## src/sl_params.svh

```systemverilog
`ifndef SL_PARAMS_SVH
`define SL_PARAMS_SVH

// --------------------------------------------------
// support logic sizing
// --------------------------------------------------

// attribute fifo depth, max requests in flight per bus
`define SL_MAX_OUTSTANDING 4

// outstanding request counter width
// must hold SL_MAX_OUTSTANDING without wrapping
`define SL_CNT_W 3

// debug request countdown width, counts retires
`define SL_DBG_CNT_W 2

`endif
```

## src/sl_pkg.sv

```systemverilog
`default_nettype none

`include "sl_params.svh"

package sl_pkg;

  // --------------------------------------------------
  // plain vectors with a meaning
  // --------------------------------------------------

  // number of granted requests still waiting for rvalid
  typedef logic [`SL_CNT_W-1:0] outst_cnt_t;

  // --------------------------------------------------
  // bus and core views
  // --------------------------------------------------

  // observed obi pins of one bus
  // gntpar is expected to be the inverse of gnt
  typedef struct packed {
    logic req;
    logic gnt;
    logic rvalid;
    logic gntpar;
  } obi_bus_t;

  // data request attributes, gntpar_err is the lowest bit
  typedef struct packed {
    logic store;
    logic integrity;
    logic gntpar_err;
  } data_attr_t;

  // instruction request attributes
  typedef struct packed {
    logic integrity;
    logic gntpar_err;
  } instr_attr_t;

  // phase flags of one bus
  typedef struct packed {
    logic       addr_ph_cont;
    logic       resp_ph_cont;
    outst_cnt_t v_addr_ph_cnt;
  } bus_flags_t;

  // retirement port, one entry per retired instruction
  typedef struct packed {
    logic valid;
    logic dbg_mode;
    logic is_dret;
    logic trap;
  } retire_t;

  // pc update; is_trap marks an exception or data bus error source
  typedef struct packed {
    logic pc_set;
    logic is_trap;
  } trap_t;

  // event flags for assertion and coverage modules
  typedef struct packed {
    logic first_fetch;
    logic first_debug_ins;
    logic recorded_dbg_req;
    logic req_after_exception;
  } core_events_t;

  // exception tracker states
  typedef enum logic {
    EXC_IDLE,
    EXC_ACTIVE
  } exc_state_e;

endpackage

`default_nettype wire

```

## src/support_logic_top.sv

```systemverilog
`timescale 1ns/1ps
`default_nettype none

module support_logic_top (
  input  logic                 in_support_if,
  input  logic                 arst_n_i,
  input  sl_pkg::obi_bus_t     instr_bus_i,
  input  sl_pkg::obi_bus_t     data_bus_i,
  input  sl_pkg::instr_attr_t  instr_attr_i,
  input  sl_pkg::data_attr_t   data_attr_i,
  input  sl_pkg::retire_t      retire_i,
  input  sl_pkg::trap_t        trap_i,
  input  logic                 fetch_enable_i,
  input  logic                 debug_req_i,
  output sl_pkg::bus_flags_t   instr_flags_o,
  output sl_pkg::bus_flags_t   data_flags_o,
  output sl_pkg::instr_attr_t  instr_resp_attr_o,
  output sl_pkg::data_attr_t   data_resp_attr_o,
  output sl_pkg::core_events_t events_o
);

  import sl_pkg::*;

  localparam int INSTR_ATTR_W = $bits(instr_attr_t);
  localparam int DATA_ATTR_W  = $bits(data_attr_t);

  logic [INSTR_ATTR_W-2:0] instr_req_attr;
  logic [INSTR_ATTR_W-1:0] instr_resp_attr;
  logic [DATA_ATTR_W-2:0]  data_req_attr;
  logic [DATA_ATTR_W-1:0]  data_resp_attr;

  // --------------------------------------------------
  // bus observers
  // --------------------------------------------------

  // gntpar_err on the inputs is ignored, observers derive it
  assign instr_req_attr = instr_attr_i.integrity;
  assign data_req_attr  = {data_attr_i.store, data_attr_i.integrity};

  obi_bus_observer #(
    .ATTR_W (INSTR_ATTR_W)
  ) u_instr_obs (
    .in_support_if (in_support_if),
    .arst_n_i      (arst_n_i),
    .bus_i         (instr_bus_i),
    .req_attr_i    (instr_req_attr),
    .flags_o       (instr_flags_o),
    .resp_attr_o   (instr_resp_attr)
  );

  obi_bus_observer #(
    .ATTR_W (DATA_ATTR_W)
  ) u_data_obs (
    .in_support_if (in_support_if),
    .arst_n_i      (arst_n_i),
    .bus_i         (data_bus_i),
    .req_attr_i    (data_req_attr),
    .flags_o       (data_flags_o),
    .resp_attr_o   (data_resp_attr)
  );

  // repack, parity error sits in bit 0
  assign instr_resp_attr_o.integrity  = instr_resp_attr[1];
  assign instr_resp_attr_o.gntpar_err = instr_resp_attr[0];
  assign data_resp_attr_o.store       = data_resp_attr[2];
  assign data_resp_attr_o.integrity   = data_resp_attr[1];
  assign data_resp_attr_o.gntpar_err  = data_resp_attr[0];

  // --------------------------------------------------
  // core events
  // --------------------------------------------------

  core_event_tracker u_events (
    .in_support_if  (in_support_if),
    .arst_n_i       (arst_n_i),
    .retire_i       (retire_i),
    .trap_i         (trap_i),
    .data_bus_i     (data_bus_i),
    .fetch_enable_i (fetch_enable_i),
    .debug_req_i    (debug_req_i),
    .events_o       (events_o)
  );

endmodule

`default_nettype wire

```

## src/core_event_tracker.sv

```systemverilog
`timescale 1ns/1ps
`default_nettype none

`include "sl_params.svh"

module core_event_tracker (
  input  logic                 in_support_if,
  input  logic                 arst_n_i,
  input  sl_pkg::retire_t      retire_i,
  input  sl_pkg::trap_t        trap_i,
  input  sl_pkg::obi_bus_t     data_bus_i,
  input  logic                 fetch_enable_i,
  input  logic                 debug_req_i,
  output sl_pkg::core_events_t events_o
);

  import sl_pkg::*;

  localparam logic [`SL_DBG_CNT_W-1:0] DBG_CNT_ONE = `SL_DBG_CNT_W'(1);
  localparam logic [`SL_DBG_CNT_W-1:0] DBG_CNT_TWO = `SL_DBG_CNT_W'(2);

  exc_state_e                 exc_state_q;
  // data address phase completed last cycle
  logic                       data_gnt_q;
  logic                       req_after_exc_q;
  // last retire was in debug mode
  logic                       dbg_flag_q;
  // last retire was a dret that did not trap
  logic                       dret_q;
  logic                       enable_seen_q;
  logic                       rec_dbg_req_q;
  logic [`SL_DBG_CNT_W-1:0]   dbg_cnt_q;
  logic                       trap_taken;

  assign trap_taken = trap_i.pc_set && trap_i.is_trap;

  // --------------------------------------------------
  // data request after exception
  // --------------------------------------------------

  // a multi-op instruction must not issue further data requests
  // once one of its sub-ops has trapped
  always_ff @(posedge in_support_if or negedge arst_n_i) begin
    if (!arst_n_i) begin
      exc_state_q     <= EXC_IDLE;
      data_gnt_q      <= 1'b0;
      req_after_exc_q <= 1'b0;
    end else begin
      data_gnt_q <= data_bus_i.gnt;
      if (trap_taken) begin
        if (data_bus_i.req && data_gnt_q) begin
          req_after_exc_q <= 1'b1;
        end
        exc_state_q <= EXC_ACTIVE;
      end else if (retire_i.valid) begin
        exc_state_q     <= EXC_IDLE;
        req_after_exc_q <= 1'b0;
      end else if (exc_state_q == EXC_ACTIVE && data_bus_i.req && data_gnt_q) begin
        req_after_exc_q <= 1'b1;
      end
    end
  end

  // --------------------------------------------------
  // first debug instruction
  // --------------------------------------------------

  always_ff @(posedge in_support_if or negedge arst_n_i) begin
    if (!arst_n_i) begin
      dbg_flag_q <= 1'b0;
      dret_q     <= 1'b0;
    end else begin
      if (retire_i.valid) begin
        dbg_flag_q <= retire_i.dbg_mode;
        if (retire_i.is_dret && !retire_i.trap) begin
          dret_q <= 1'b1;
        end
      end
      // leaving debug, next debug entry counts as first again
      if (dret_q) begin
        dbg_flag_q <= 1'b0;
        dret_q     <= 1'b0;
      end
    end
  end

  // --------------------------------------------------
  // core start
  // --------------------------------------------------

  always_ff @(posedge in_support_if or negedge arst_n_i) begin
    if (!arst_n_i) begin
      enable_seen_q <= 1'b0;
    end else if (fetch_enable_i) begin
      enable_seen_q <= 1'b1;
    end
  end

  // --------------------------------------------------
  // debug request record
  // --------------------------------------------------

  // keep the request visible for long enough that the core could take it
  always_ff @(posedge in_support_if or negedge arst_n_i) begin
    if (!arst_n_i) begin
      rec_dbg_req_q <= 1'b0;
      dbg_cnt_q     <= '0;
    end else if (retire_i.valid) begin
      if (debug_req_i) begin
        rec_dbg_req_q <= 1'b1;
        dbg_cnt_q     <= DBG_CNT_ONE;
      end else if (dbg_cnt_q != '0) begin
        dbg_cnt_q <= dbg_cnt_q - DBG_CNT_ONE;
      end else begin
        rec_dbg_req_q <= 1'b0;
      end
    end else if (debug_req_i) begin
      rec_dbg_req_q <= 1'b1;
      dbg_cnt_q     <= DBG_CNT_TWO;
    end
  end

  // --------------------------------------------------
  // outputs
  // --------------------------------------------------

  assign events_o.first_fetch         = fetch_enable_i && !enable_seen_q;
  assign events_o.first_debug_ins     = retire_i.valid && retire_i.dbg_mode && !dbg_flag_q;
  assign events_o.recorded_dbg_req    = rec_dbg_req_q;
  assign events_o.req_after_exception = req_after_exc_q;

endmodule

`default_nettype wire

```

## src/obi_bus_observer.sv

```systemverilog
`timescale 1ns/1ps
`default_nettype none

module obi_bus_observer #(
  parameter int ATTR_W = 2
) (
  input  logic               in_support_if,
  input  logic               arst_n_i,
  input  sl_pkg::obi_bus_t   bus_i,
  // attribute bits above gntpar_err
  input  logic [ATTR_W-2:0]  req_attr_i,
  output sl_pkg::bus_flags_t flags_o,
  output logic [ATTR_W-1:0]  resp_attr_o
);

  // --------------------------------------------------
  // grant parity
  // --------------------------------------------------

  // mismatch seen in an earlier waiting cycle of this request
  logic              gntpar_sticky_q;
  logic              gntpar_err;
  logic [ATTR_W-1:0] push_attr;

  // gntpar equal to gnt is a parity error
  // once seen, the error stays with the request until granted
  assign gntpar_err = bus_i.req && ((bus_i.gnt == bus_i.gntpar) || gntpar_sticky_q);

  always_ff @(posedge in_support_if or negedge arst_n_i) begin
    if (!arst_n_i) begin
      gntpar_sticky_q <= 1'b0;
    end else if (bus_i.req && !bus_i.gnt) begin
      // still waiting, carry the error forward
      gntpar_sticky_q <= gntpar_err;
    end else begin
      // granted or idle, next request starts clean
      gntpar_sticky_q <= 1'b0;
    end
  end

  // error value at the granting edge goes in as the lowest bit
  assign push_attr = {req_attr_i, gntpar_err};

  // --------------------------------------------------
  // submodules
  // --------------------------------------------------

  obi_phase_monitor u_phase_mon (
    .in_support_if (in_support_if),
    .arst_n_i      (arst_n_i),
    .bus_i         (bus_i),
    .flags_o       (flags_o)
  );

  // in-order responses pick up the attributes of their request
  obi_attr_fifo #(
    .ATTR_W (ATTR_W)
  ) u_attr_fifo (
    .in_support_if (in_support_if),
    .arst_n_i      (arst_n_i),
    .bus_i         (bus_i),
    .attr_i        (push_attr),
    .attr_o        (resp_attr_o)
  );

endmodule

`default_nettype wire

```

## src/obi_attr_fifo.sv

```systemverilog
`timescale 1ns/1ps
`default_nettype none

`include "sl_params.svh"

module obi_attr_fifo #(
  parameter int ATTR_W = 1,
  parameter int DEPTH  = `SL_MAX_OUTSTANDING
) (
  input  logic              in_support_if,
  input  logic              arst_n_i,
  input  sl_pkg::obi_bus_t  bus_i,
  input  logic [ATTR_W-1:0] attr_i,
  output logic [ATTR_W-1:0] attr_o
);

  // pointer needs at least one bit even for a single entry
  localparam int PTR_W = (DEPTH > 1) ? $clog2(DEPTH) : 1;
  localparam int CNT_W = $clog2(DEPTH + 1);
  localparam logic [PTR_W-1:0] LAST_IDX = PTR_W'(DEPTH - 1);
  localparam logic [CNT_W-1:0] FULL_CNT = CNT_W'(DEPTH);

  logic [ATTR_W-1:0] mem_q [DEPTH];
  logic [PTR_W-1:0]  wr_ptr_q;
  logic [PTR_W-1:0]  rd_ptr_q;
  logic [CNT_W-1:0]  fill_q;
  logic              full;
  logic              empty;
  logic              push;
  logic              pop;

  assign full  = (fill_q == FULL_CNT);
  assign empty = (fill_q == '0);

  // push on a completed address phase
  // a full fifo only accepts when a response frees a slot
  assign push = bus_i.req && bus_i.gnt && (!full || pop);
  // rvalid never pairs with its own grant, so the head is
  // already stored when the response arrives
  assign pop  = bus_i.rvalid && !empty;

  // --------------------------------------------------
  // storage, no reset needed on payload
  // --------------------------------------------------

  always_ff @(posedge in_support_if) begin
    if (push) begin
      mem_q[wr_ptr_q] <= attr_i;
    end
  end

  // --------------------------------------------------
  // pointers and fill level
  // --------------------------------------------------

  always_ff @(posedge in_support_if or negedge arst_n_i) begin
    if (!arst_n_i) begin
      wr_ptr_q <= '0;
      rd_ptr_q <= '0;
      fill_q   <= '0;
    end else begin
      if (push) begin
        wr_ptr_q <= (wr_ptr_q == LAST_IDX) ? '0 : wr_ptr_q + PTR_W'(1);
      end
      if (pop) begin
        rd_ptr_q <= (rd_ptr_q == LAST_IDX) ? '0 : rd_ptr_q + PTR_W'(1);
      end
      case ({push, pop})
        2'b10:   fill_q <= fill_q + CNT_W'(1);
        2'b01:   fill_q <= fill_q - CNT_W'(1);
        default: fill_q <= fill_q;
      endcase
    end
  end

  // head shown only during the response cycle
  assign attr_o = pop ? mem_q[rd_ptr_q] : '0;

endmodule

`default_nettype wire

```

## src/obi_phase_monitor.sv

```systemverilog
`timescale 1ns/1ps
`default_nettype none

`include "sl_params.svh"

module obi_phase_monitor (
  input  logic               in_support_if,
  input  logic               arst_n_i,
  input  sl_pkg::obi_bus_t   bus_i,
  output sl_pkg::bus_flags_t flags_o
);

  import sl_pkg::*;

  // counter ceiling, keeps a misbehaving bus from wrapping the count
  localparam outst_cnt_t CNT_MAX = {`SL_CNT_W{1'b1}};

  // request was waiting for grant last cycle
  logic       wait_q;
  outst_cnt_t cnt_q;
  // address phase completes this cycle
  logic       addr_done;

  assign addr_done = bus_i.req && bus_i.gnt;

  // --------------------------------------------------
  // registered state
  // --------------------------------------------------

  always_ff @(posedge in_support_if or negedge arst_n_i) begin
    if (!arst_n_i) begin
      wait_q <= 1'b0;
      cnt_q  <= '0;
    end else begin
      wait_q <= bus_i.req && !bus_i.gnt;
      // grant and rvalid in one cycle cancel out
      if (addr_done && !bus_i.rvalid) begin
        if (cnt_q != CNT_MAX) begin
          cnt_q <= cnt_q + outst_cnt_t'(1);
        end
      end else if (!addr_done && bus_i.rvalid) begin
        if (cnt_q != '0) begin
          cnt_q <= cnt_q - outst_cnt_t'(1);
        end
      end
    end
  end

  // --------------------------------------------------
  // flags
  // --------------------------------------------------

  // address phase held over from an ungranted cycle
  assign flags_o.addr_ph_cont  = bus_i.req && wait_q;
  // responses owed and none arriving now
  assign flags_o.resp_ph_cont  = (cnt_q != '0) && !bus_i.rvalid;
  assign flags_o.v_addr_ph_cnt = cnt_q;

endmodule

`default_nettype wire

```

## config.mk

```make
export PLATFORM = sky130hd
export DESIGN_NAME = support_logic_top
export DESIGN_NICKNAME = d
export VERILOG_FILES = /design/src/sl_pkg.sv /design/src/support_logic_top.sv /design/src/core_event_tracker.sv /design/src/obi_bus_observer.sv /design/src/obi_attr_fifo.sv /design/src/obi_phase_monitor.sv
export VERILOG_INCLUDE_DIRS = /design/src /design/src/src
export SDC_FILE = /design/constraint.sdc
export NUM_CORES = 1
export LEC_CHECK = 0
export BUFFER_PORTS_ARGS = -buffer_cell sky130_fd_sc_hd__clkbuf_2
export CELL_PAD_IN_SITES_DETAIL_PLACEMENT = 1
export CELL_PAD_IN_SITES_GLOBAL_PLACEMENT = 1
export CORE_ASPECT_RATIO = 1.2
export CORE_UTILIZATION = 25
export DETAILED_ROUTE_END_ITERATION = 10
export HOLD_SLACK_MARGIN = 0.03
export PLACE_DENSITY_LB_ADDON = 0.1
export SLEW_MARGIN = 20
export SYNTH_ARGS = -nofsm -noshare
export SYNTH_HDL_FRONTEND = slang
export SYNTH_SLANG_ARGS = --single-unit
```

## constraint.sdc

```tcl
create_clock -name in_support_if -period 3.4 [get_ports in_support_if]
set_input_delay 0.68 -clock in_support_if [delete_from_list [all_inputs] [get_ports in_support_if]]
set_output_delay 0.68 -clock in_support_if [all_outputs]
set_load 0.1 [all_outputs]
```

==> Flow_metrics.wiki, run 1 <==
{| class="wikitable"
! Metric !! Value
|-
| Worst-case vdd ir drop || between 200 and 250 uV
|-
| Row cnt || 42
|-
| Routed wire per std cell || approximately 13 um
|-
| Largest net degree at the start of global routing || 34
|-
| Antenna cells || 0
|-
| Hold buffers post-CTS || 0
|-
| Largest family of logic cells by synthesized area || compound AO/OA/AOI/OAI gates
|-
| Post-DP HPWL || around 4400 um
|-
| Xor-xnor portion of the synthesized cell area || around 1.5%
|-
| Number of different library cells in the post-synthesis netlist || 50
|-
| CTS tree || yes
|-
| Average via count per standard cell || ~4.5
|-
| Area fraction of the dominant cell type after synthesis || between 20 and 30%
|-
| Total Wirelength || between 5000 and 6000 um
|-
| Post-Synthesis Mean Instance Area || 11.2 um^2
|-
| CP Launch Type || flip-flop
|-
| Die ar. || between 10000 and 15000 um^2
|-
| Via Count || 2006
|-
| Sequential cell fraction of total power || 35.2%
|-
| Upper clock frequency limit || between 300 and 400 MHz
|-
| Number of antenna violations at the first check in global routing || 0
|-
| Multiplexer fraction of the synthesized cell area || under 10%
|-
| Clk sinks || 53
|-
| Area delta synth->final || 18.0%
|-
| Last weighted congestion value of the routability-driven placer || between 0.7 and 0.8
|-
| Most frequently used cell type in the post-synthesis netlist || dfrtp_1
|-
| Via count of the first global-routing pass || around 2200
|-
| Final hold vios || 0
|-
| Simple-Gate Fraction of Synth Area || between 10% and 20%
|-
| Endpoint class of the critical path || output port
|-
| Sequential standard cell area || 1430 um^2
|-
| DRT antenna net count || 0
|-
| Worst-path maximum fanout || 6
|-
| Combined global-route utilization of all metal layers || around 11%
|-
| Die Span X || around 100 um
|-
| Area taken by multi-input logic gates || about 1300 um^2
|-
| Post-CTS Repair Setup Buffers || 0
|-
| Synthesized Nets || between 200 and 300
|-
| Post-synthesis share of cell area spent on full adders, half adders and majority gates || 8.46%
|-
| Minimum setup slack among reg-to-reg paths || ~1200 ps
|-
| Initial core utilization || around 26%
|-
| Post-synthesis compound-gate area fraction || between 10% and 20%
|-
| Post-placement cell count || between 400 and 500
|-
| Switching power of the nets || ~1.4 mW
|-
| # nets final || approximately 340
|-
| CTS H-tree depth || 2
|-
| Req. time, crit path || 2720 ps
|-
| Number of violations of the max-capacitance limit || 0
|-
| Slew @ Worst Pin || a little over 900 ps
|-
| Layout cell share with drive strength beyond 1 || about 23%
|-
| EDFF count, synth || 20
|-
| Prevailing post-synth register cell || dfrtp_1
|-
| Number of top-level pins || 42
|-
| Type of the worst min-delay path || flip-flop to flip-flop
|-
| Post-cts repair resize count || 0
|-
| DRC || 0
|-
| Int Pwr || about 1.6 mW
|-
| Total core area || ~11000 um^2
|-
| Library cell used as clock root buffer || clkbuf_16
|-
| Non-filler cells in the finished layout || between 400 and 500
|-
| Setup CP Type || flip-flop to output port
|-
| Bufs on Longest Clock Path || 2
|-
| Worst Path Arrival || 1890 ps
|-
| Number of failing setup endpoints in the final timing report || 0
|-
| Post-synthesis sequential area ratio || between 40% and 50%
|-
| Clock Skews || ~3.7 ps
|-
| Worst slew margin relative to its limit || approximately two fifths
|-
| Outcome || completed
|-
| Unrepaired setup endpoints after global routing || false
|-
| Synth warnings || 0
|-
| Proportion of register bits with asynchronous set or reset after synthesis || between 60 and 70%
|-
| Fraction of power spent switching nets || a little under half
|-
| Reported leakage power || about 1.4 nW
|-
| Global-route wire length before repair || roughly 10000 um
|-
| Top cell type by total area after synthesis || dfrtp_1
|-
| Relative contribution of the clock network to total power || around 20%
|-
| Synthesized netlist cell count || around 260
|-
| PortBufs || 39
|-
| Fill cells || between 1000 and 1500
|-
| Comb power frac || 44.7%
|-
| Post-Synthesis Cell Area || between 2000 and 3000 um^2
|-
| Final Critical Period || approximately 2600 ps
|-
| CTS Buf Count || 5
|-
| PD cells || 886 nW/um^2
|-
| Total power consumption of the routed design || 3.00 mW
|-
| Aggregate negative setup slack || 0 ps
|-
| Fin util || a little under a third
|-
| Period Utilization, post-route || between 70% and 80%
|-
| Iteration-0 DRC count of the detailed router || 48
|-
| Number of max-slew violations in the final report || 0
|-
| CTS clock-pin slew for the worst setup and hold paths || 70 ps
|-
| Overall overflow remaining after global route || 0
|-
| Commonest cells post-synth || dfrtp_1, inv_1, edfxtp_1
|-
| First-pass iteration count of the detailed router || 2
|-
| Vertical die dimension || between 100 and 150 um
|-
| Clock latency reported for the late side of the worst-skew pair || around 290 ps
|-
| Largest cells by area after synthesis || dfrtp_1, edfxtp_1, ha_1, mux4_2, fa_1
|-
| Number of synthesized register bits || 53
|}
sequential cells by signal, indices dropped and copies added, names as in the netlist, 2 cells and up:
register	flops
u_data_obs.u_attr_fifo.mem_q	12
u_instr_obs.u_attr_fifo.mem_q	8
u_data_obs.u_attr_fifo.fill_q	3
u_data_obs.u_phase_mon.cnt_q	3
u_instr_obs.u_attr_fifo.fill_q	3
u_instr_obs.u_phase_mon.cnt_q	3
u_data_obs.u_attr_fifo.rd_ptr_q	2
u_data_obs.u_attr_fifo.wr_ptr_q	2
u_events.dbg_cnt_q	2
u_instr_obs.u_attr_fifo.rd_ptr_q	2
u_instr_obs.u_attr_fifo.wr_ptr_q	2
power groups by stage:
stage | Clock, mW | Combinational [mW] | Sequential (mW)
2_1_floorplan | 0 | 0.939 | 1.24
3_3_place_gp | 0 | 1.34 | 1.08
3_5_place_dp | 0 | 1.36 | 1.08
4_1_cts | 0.637 | 1.36 | 1.07
5_1_grt | 0.657 | 1.49 | 1.10
6_report | 0.603 | 1.34 | 1.06
critical path: stages (launching register included):
cell and delay (ps):
dfrtp_1 510, mux4_2 550, nor2b_1 140, clkbuf_2 380
layout by cell type, fill, tap and decap left out, types with 12 or more instances in the layout:
master     n
nor2_1    14
a21oi_1   15
nor2b_1   12
dfrtp_1   33
clkbuf_2  39
o21ai_0   16
edfxtp_1  20
inv_1     21
nand2_1   15
ha_1      13
kinds of logic (layout without fill, tap and decap cells):
kind of cell	count (synthesis)	count (layout)
AND/OR/NAND/NOR	79	79
XOR/XNOR	5	5
flip-flops	53	53
adder cells (fa/ha/maj)	17	17
AO/OA/AOI/OAI	63	63
multiplexers	9	9
buffers and inverters	30	70
metrics by stage:
| step | area, um^2 | setup WS [ps] | hold WS, ps |
|---|---|---|---|
| 3_3_place_gp | 3210 | 714 | 421 |
| 2_1_floorplan | 2870 | 159 | 384 |
| 3_5_place_dp | 3210 | 737 | 415 |
| 6_report | 3390 | 835 | 422 |
| 5_1_grt | 3390 | 721 | 451 |
| 4_1_cts | 3390 | 779 | 427 |
per-layer routing:
metal	part of all wire, %	routed length, um	track usage [%]	vias to the layer above
li1	-	-	-	993
met1	44	2570	13.5	983
met2	51	3010	19.1	24
met3	3.1	183	2.64	6
met4	1.7	101	4.14	0
met5	0	0	0	-
path summary, 6_finish.rpt:
kind	to	depth (start not counted)	start
setup / recovery	data_resp_attr_o[0]	3	u_data_obs.u_attr_fifo.rd_ptr_q[0]
hold / removal	u_events.dbg_flag_q	1	u_events.dret_q
setup reg to reg	u_instr_obs.u_attr_fifo.fill_q[2]	5	u_instr_obs.u_attr_fifo.fill_q[0]
hold reg to reg	u_events.dbg_flag_q	1	u_events.dret_q
max in group asynchronous	u_instr_obs.u_attr_fifo.wr_ptr_q[1]	1	arst_n_i
min in group asynchronous	u_instr_obs.u_attr_fifo.rd_ptr_q[1]	1	arst_n_i
layout make-up:
cell class                 count  share of cell area [%]
sequential                    53                    42.1
multi-input combinational    173                    38.7
timing repair buffer          40                    5.99
tap                          154                    5.69
clock buffer                   5                    3.70
inverter                      22                    2.44
clock inverter                 3                    1.40
(Power assumes the default switching activity.)
==> run 2, diff against run 1 <==
==> constraint.sdc (replaced) <==
create_clock -name in_support_if -period 2.3 [get_ports in_support_if]
set_input_delay 0.46 -clock in_support_if [delete_from_list [all_inputs] [get_ports in_support_if]]
set_output_delay 0.46 -clock in_support_if [all_outputs]
set_load 0.1 [all_outputs]
==> Flow_metrics.wiki, run 2 (same netlist as run 1, synthesis figures left out) <==
{| class="wikitable"
! Metric !! Value
|-
| Overall overflow remaining after global route || 0
|-
| Int Pwr || about 2.5 mW
|-
| Critical path, cell by cell || mux4_2 -> nor2b_2 -> clkbuf_4
|-
| CP Launch Type || flip-flop
|-
| Via count of the first global-routing pass || around 2200
|-
| Via Count || about 2100
|-
| Final Critical Period || ~2200 ps
|-
| # nets final || between 300 and 400
|-
| Clk sinks || 53
|-
| Post-DP HPWL || 4520 um
|-
| CTS H-tree depth || 2
|-
| PD cells || 1290 nW/um^2
|-
| Average via count per standard cell || between 4 and 5
|-
| Combined global-route utilization of all metal layers || between 10% and 20%
|-
| Number of violations of the max-capacitance limit || 0
|-
| Largest delay contributor family on the critical path || multiplexers
|-
| Row cnt || 42
|-
| Worst Path Arrival || 1720 ps
|-
| Post-CTS Repair Setup Buffers || 0
|-
| CTS Buf Count || 5
|-
| Number of antenna violations at the first check in global routing || 0
|-
| Total core area || between 10000 and 15000 um^2
|-
| Fill cells || 1258
|-
| Number of failing setup endpoints in the final timing report || 0
|-
| Worst slew margin relative to its limit || between 60% and 70%
|-
| Die Span X || about 100 um
|-
| Initial core utilization || between 20% and 30%
|-
| Iteration-0 DRC count of the detailed router || 26
|-
| Routed wire per std cell || ~13 um
|-
| Endpoint class of the critical path || output port
|-
| Reported leakage power || 1.51 nW
|-
| Most common cell after layout, fill and taps aside || clkbuf_2
|-
| Layout cell share with drive strength beyond 1 || around 30%
|-
| Final hold vios || 0
|-
| Comb power frac || about 47%
|-
| Max reg flops || 12
|-
| Bufs on Longest Clock Path || 2
|-
| DRT antenna net count || 0
|-
| Library cell used as clock root buffer || clkbuf_16
|-
| Biggest cell delay along the critical path || roughly 530 ps
|-
| Type of the worst min-delay path || primary input to asynchronous set/reset pin
|-
| Switching power of the nets || 2.09 mW
|-
| Slew @ Worst Pin || 546 ps
|-
| Worst-path maximum fanout || 6
|-
| Period Utilization, post-route || a little over nine tenths
|-
| Bufs and invs on worst path || 1
|-
| Last weighted congestion value of the routability-driven placer || approximately 0.73
|-
| DRC || 0
|-
| Non-filler cells in the finished layout || roughly 470
|-
| Vertical die dimension || ~120 um
|-
| Outcome || completed
|-
| Post-placement cell count || 461
|-
| Req. time, crit path || between 1500 and 2000 ps
|-
| Sequential cell fraction of total power || approximately a third
|-
| Worst-case vdd ir drop || 546 uV
|-
| Die ar. || approximately 12000 um^2
|-
| Number of top-level pins || 42
|-
| Upper clock frequency limit || 458 MHz
|-
| Clock latency reported for the late side of the worst-skew pair || 300 ps
|-
| Unrepaired setup endpoints after global routing || false
|-
| Leading registers by flop count || u_data_obs.u_attr_fifo.mem_q: 12 flops, u_instr_obs.u_attr_fifo.mem_q: 8 flops
|-
| Relative contribution of the clock network to total power || 19.6%
|-
| Post-detailed-placement cell area || 3370 um^2
|-
| Area delta synth->final || 23.9%
|-
| First-pass iteration count of the detailed router || 4
|-
| CTS tree || yes
|-
| Aggregate negative setup slack || 0 ps
|-
| Number of max-slew violations in the final report || 0
|-
| Clock Skews || between 2 and 2.5 ps
|-
| Global-route wire length before repair || 10500 um
|-
| Setup CP Type || flip-flop to output port
|-
| Register with the most flip-flops || u_data_obs.u_attr_fifo.mem_q
|-
| Largest net degree at the start of global routing || 34
|-
| Slowest stage cell, crit path || mux4_2
|-
| Antenna cells || 0
|-
| CTS clock-pin slew for the worst setup and hold paths || around 80 ps
|-
| PortBufs || 39
|-
| Total Wirelength || ~6100 um
|-
| Area of all placed cells without fillers || around 3600 um^2
|-
| Leading cell types in the layout, fill and taps excluded || clkbuf_2, dfrtp_1, inv_1, buf_4, edfxtp_1
|-
| Fraction of power spent switching nets || between 40% and 50%
|}
run 2: cell types whose count changed in the layout (fill, tap and decap cells not counted):
cell / before / now
nor2_1: 14 / 12
clkbuf_2: 39 / 34
nor2_2: 0 / 1
clkbuf_4: 0 / 3
nor2b_2: 0 / 3
dfrtp_1: 33 / 32
nor2b_1: 12 / 9
dfrtp_2: 0 / 1
nor2_4: 0 / 1
buf_4: 1 / 20
buf_2: 0 / 2
run 2: final timing paths:
path / start / endpoint / slack, ps / depth (start not counted)
max reg2reg: u_instr_obs.u_attr_fifo.fill_q[2] / u_instr_obs.u_attr_fifo.fill_q[2] / 220 / 5
min: arst_n_i / u_instr_obs.u_attr_fifo.rd_ptr_q[1] / 210 / 2
max: u_data_obs.u_attr_fifo.rd_ptr_q[0] / data_resp_attr_o[0] / 120 / 3
min reg2reg: u_events.dret_q / u_events.dbg_flag_q / 430 / 1
max in group asynchronous: arst_n_i / u_data_obs.u_attr_fifo.rd_ptr_q[0] / 1740 / 2
min in group in_support_if: retire_i[0] / u_events.dret_q / 310 / 2
run 2: per-layer routing:
layer / wire, um / GRT usage [%] / vias to the layer above
met5: 0 / 0 / -
met4: 93 / 4.14 / 0
met3: 184 / 2.41 / 6
met2: 3030 / 19.5 / 26
met1: 2780 / 13.5 / 1024
li1: - / - / 1031
run 2: layout make-up:
class / instances / area, um^2 / area share, %
Clock buffer: 5 / 125 / 3.52
Clock inverter: 3 / 47.5 / 1.34
Inverter: 22 / 82.6 / 2.32
Multi-Input combinational cell: 173 / 1330 / 37.3
Sequential cell: 53 / 1430 / 40.2
Tap cell: 154 / 193 / 5.42
Timing Repair Buffer: 59 / 353 / 9.93
run 2: what timing repair did:
| item | CTS | global route |
|---|---|---|
| resized for setup | 3 | 3 |
| setup endpoints to repair | 3 | 5 |
| hold endpoints to repair | 0 | 0 |
| gates cloned | 0 | 0 |
| hold buffers | 0 | 0 |
run 2: metrics by stage:
stage / hold WS (ps) / power, mW / setup WS, ps / util, %
final: 206 / 4.57 / 115 / 32.1
after floorplan: 164 / 3.24 / -268 / -
after global routing: 245 / 4.92 / 36.8 / 32.1
after global placement: 415 / 3.69 / 117 / 30.4
after CTS: 225 / 4.65 / 2.17 / 32.0
after detailed placement: 426 / 3.71 / 91.0 / 30.4
run 2: worst reg2reg max path: cells and delay by family (launching register included):
kind / cells / cell delay [ps]
fa+ha+maj: 1 / 480
flops: 1 / 470
compound gates: 2 / 440
simple gates: 2 / 570
run 2: power by group through the flow:
| stage | sequential (mW) | clock [mW] | combinational, mW |
|---|---|---|---|
| 2_1_floorplan | 1.83 | 0 | 1.40 |
| 3_5_place_dp | 1.56 | 0 | 2.15 |
| 5_1_grt | 1.59 | 0.962 | 2.36 |
| 3_3_place_gp | 1.56 | 0 | 2.13 |
| 6_report | 1.53 | 0.896 | 2.14 |
| 4_1_cts | 1.54 | 0.936 | 2.17 |
==> run 3, diff against run 2 <==
--- a/config.mk
+++ b/config.mk
@@ -7,13 +7,12 @@
 export NUM_CORES = 1
 export LEC_CHECK = 0
 export BUFFER_PORTS_ARGS = -buffer_cell sky130_fd_sc_hd__clkbuf_2
-export CELL_PAD_IN_SITES_DETAIL_PLACEMENT = 1
-export CELL_PAD_IN_SITES_GLOBAL_PLACEMENT = 1
 export CORE_ASPECT_RATIO = 1.2
 export CORE_UTILIZATION = 25
 export DETAILED_ROUTE_END_ITERATION = 10
 export HOLD_SLACK_MARGIN = 0.03
-export PLACE_DENSITY_LB_ADDON = 0.1
+export RECOVER_POWER = 25
+export SETUP_SLACK_MARGIN = 0.3
 export SLEW_MARGIN = 20
 export SYNTH_ARGS = -nofsm -noshare
 export SYNTH_HDL_FRONTEND = slang
==> Flow_metrics.wiki, run 3 (same netlist as run 1, synthesis figures left out) <==
{| class="wikitable"
! Metric !! Value
|-
| Outcome || completed
|-
| Combined global-route utilization of all metal layers || under 10%
|-
| Type of the worst min-delay path || primary input to flip-flop
|-
| Period Utilization, post-route || roughly 87%
|-
| Die ar. || between 10000 and 15000 um^2
|-
| Initial core utilization || 25.9%
|-
| Routing usage on met1 || roughly 12%
|-
| DRC || 0
|-
| Hold buffers post-CTS || 0
|-
| Slew @ Worst Pin || 1220 ps
|-
| GR Util met2 || 17.4%
|-
| DRT antenna net count || 0
|-
| Iteration-0 DRC count of the detailed router || 70
|-
| Final hold vios || 0
|-
| Most common cell after layout, fill and taps aside || clkbuf_2
|-
| Via Count || 2111
|-
| End point of the worst hold path || u_events.dret_q
|-
| Unrepaired setup endpoints after global routing || true
|-
| Met3 routing resource usage after global routing || under 10%
|-
| CP Launch Type || flip-flop
|-
| Worst-path maximum fanout || 4
|-
| Sequential standard cell area || about 1400 um^2
|-
| Area of all placed cells without fillers || 3660 um^2
|-
| CTS H-tree depth || 2
|-
| Startpoint of the tightest hold check path || retire_i[0]
|-
| CTS Buf Count || 5
|-
| Post-DP HPWL || ~4200 um
|-
| Last weighted congestion value of the routability-driven placer || 0.829
|-
| Largest net degree at the start of global routing || 21
|-
| Routed wire per std cell || about 12 um
|-
| Worst Hold Depth || 2
|-
| Die Span X || approximately 100 um
|-
| Library cell used as clock root buffer || clkbuf_16
|-
| Worst slew margin relative to its limit || between 10% and 20%
|-
| Overall overflow remaining after global route || 0
|-
| Leading registers by flop count || u_data_obs.u_attr_fifo.mem_q: 12 flops, u_instr_obs.u_attr_fifo.mem_q: 8 flops
|-
| Register with the most flip-flops || u_data_obs.u_attr_fifo.mem_q
|-
| Reported leakage power || around 1.5 nW
|-
| Upper clock frequency limit || roughly 500 MHz
|-
| Worst hold slack || 316 ps
|-
| Area taken by multi-input logic gates || roughly 1400 um^2
|-
| Reg2reg start || u_instr_obs.u_attr_fifo.fill_q[2]
|-
| Clock Skews || roughly 4.4 ps
|-
| Final Critical Period || between 2000 and 2500 ps
|-
| PortBufs || 39
|-
| Number of failing setup endpoints in the final timing report || 0
|-
| # nets final || roughly 350
|-
| Area delta synth->final || 27.5%
|-
| Aggregate negative setup slack || 0 ps
|-
| Average via count per standard cell || ~4.6
|-
| Post-detailed-placement cell area || approximately 3500 um^2
|-
| Clock latency reported for the late side of the worst-skew pair || roughly 290 ps
|-
| Number of violations of the max-capacitance limit || 0
|-
| Total power consumption of the routed design || around 4.7 mW
|-
| Clk sinks || between 50 and 60
|-
| Reg2reg end || u_instr_obs.u_attr_fifo.fill_q[2]
|-
| Row cnt || 42
|-
| CTS clock-pin slew for the worst setup and hold paths || around 70 ps
|-
| Worst-case vdd ir drop || ~990 uV
|-
| Bufs on Longest Clock Path || 2
|-
| Total core area || ~11000 um^2
|-
| Busiest layer in global routing || met2
|-
| Antenna cells || 0
|-
| Fill cells || ~1100
|-
| Worst Path Arrival || ~1600 ps
|-
| Req. time, crit path || ~1800 ps
|-
| Setup CP Type || flip-flop to output port
|-
| Total Wirelength || 5560 um
|-
| Number of top-level pins || 42
|-
| Cells on worst reg2reg path || 5
|-
| Number of max-slew violations in the final report || 0
|-
| Via count of the first global-routing pass || around 2000
|-
| Max reg flops || 12
|-
| Minimum setup slack among reg-to-reg paths || between 300 and 400 ps
|-
| PD cells || approximately 1300 nW/um^2
|-
| Layout cell share with drive strength beyond 1 || 32.5%
|-
| Fin util || 33.0%
|-
| Global-route wire length before repair || around 9400 um
|-
| Vertical die dimension || 119 um
|-
| Number of antenna violations at the first check in global routing || 0
|-
| Endpoint class of the critical path || output port
|-
| First-pass iteration count of the detailed router || 4
|-
| CTS tree || yes
|-
| Leading cell types in the layout, fill and taps excluded || clkbuf_2, dfrtp_1, edfxtp_1, inv_1, o21ai_0
|}
[run 3: cell types whose count changed in the layout (fill, tap and decap cells not counted), sizes merged]
cell / change
buf: -3
clkbuf: -3
inv: -1
[run 3: where the power goes]
part / switching [mW] / total [mW] / internal (mW)
sequential: 0.353 / 1.58 / 1.23
clock: 0.342 / 0.860 / 0.519
combinational: 1.39 / 2.27 / 0.881
[run 3: how the worst max path moves through the flow]
stage | endpoint | start | slack, ps
floorplan | instr_flags_o[3] | u_instr_obs.u_phase_mon.cnt_q[2] | 130
global placement | u_instr_obs.u_phase_mon.cnt_q[2] | instr_bus_i[2] | 120
detailed placement | u_data_obs.u_phase_mon.cnt_q[1] | data_bus_i[2] | 120
CTS | data_resp_attr_o[0] | u_data_obs.u_attr_fifo.rd_ptr_q[0] | 260
global route | u_data_obs.u_phase_mon.cnt_q[2] | data_bus_i[2] | 190
finish | data_resp_attr_o[0] | u_data_obs.u_attr_fifo.rd_ptr_q[0] | 290
[run 3: what timing repair did]
| item | 4_1_cts | 5_1_grt |
|---|---|---|
| endpoints found under the setup margin | 5 | 10 |
| buffers inserted | 2 | 0 |
| resized for setup | 3 | 5 |
[run 3: layout make-up]
cell class	count	area share, %
clock inverter	2	1.06
sequential	53	39.3
inverter	22	2.39
timing repair buffer	52	9.75
tap	154	5.27
multi-input combinational	173	38.7
clock buffer	6	3.52
[run 3: metrics by stage]
step,worst slack (ps),cells
global route,190,462
floorplan,133,256
detailed placement,116,452
global placement,120,452
finish,292,462
CTS,264,462
[run 3: worst max-delay path, stage by stage (launching register included)]
cell and delay (ps):
dfrtp_2 430, mux4_2 520, nor2b_4 150, buf_12 160
[run 3: routing by layer]
metal,wire length (um),up-vias
li1,-,1022
met1,2410,1031
met2,2860,53
met3,212,5
met4,74,0
met5,0,-
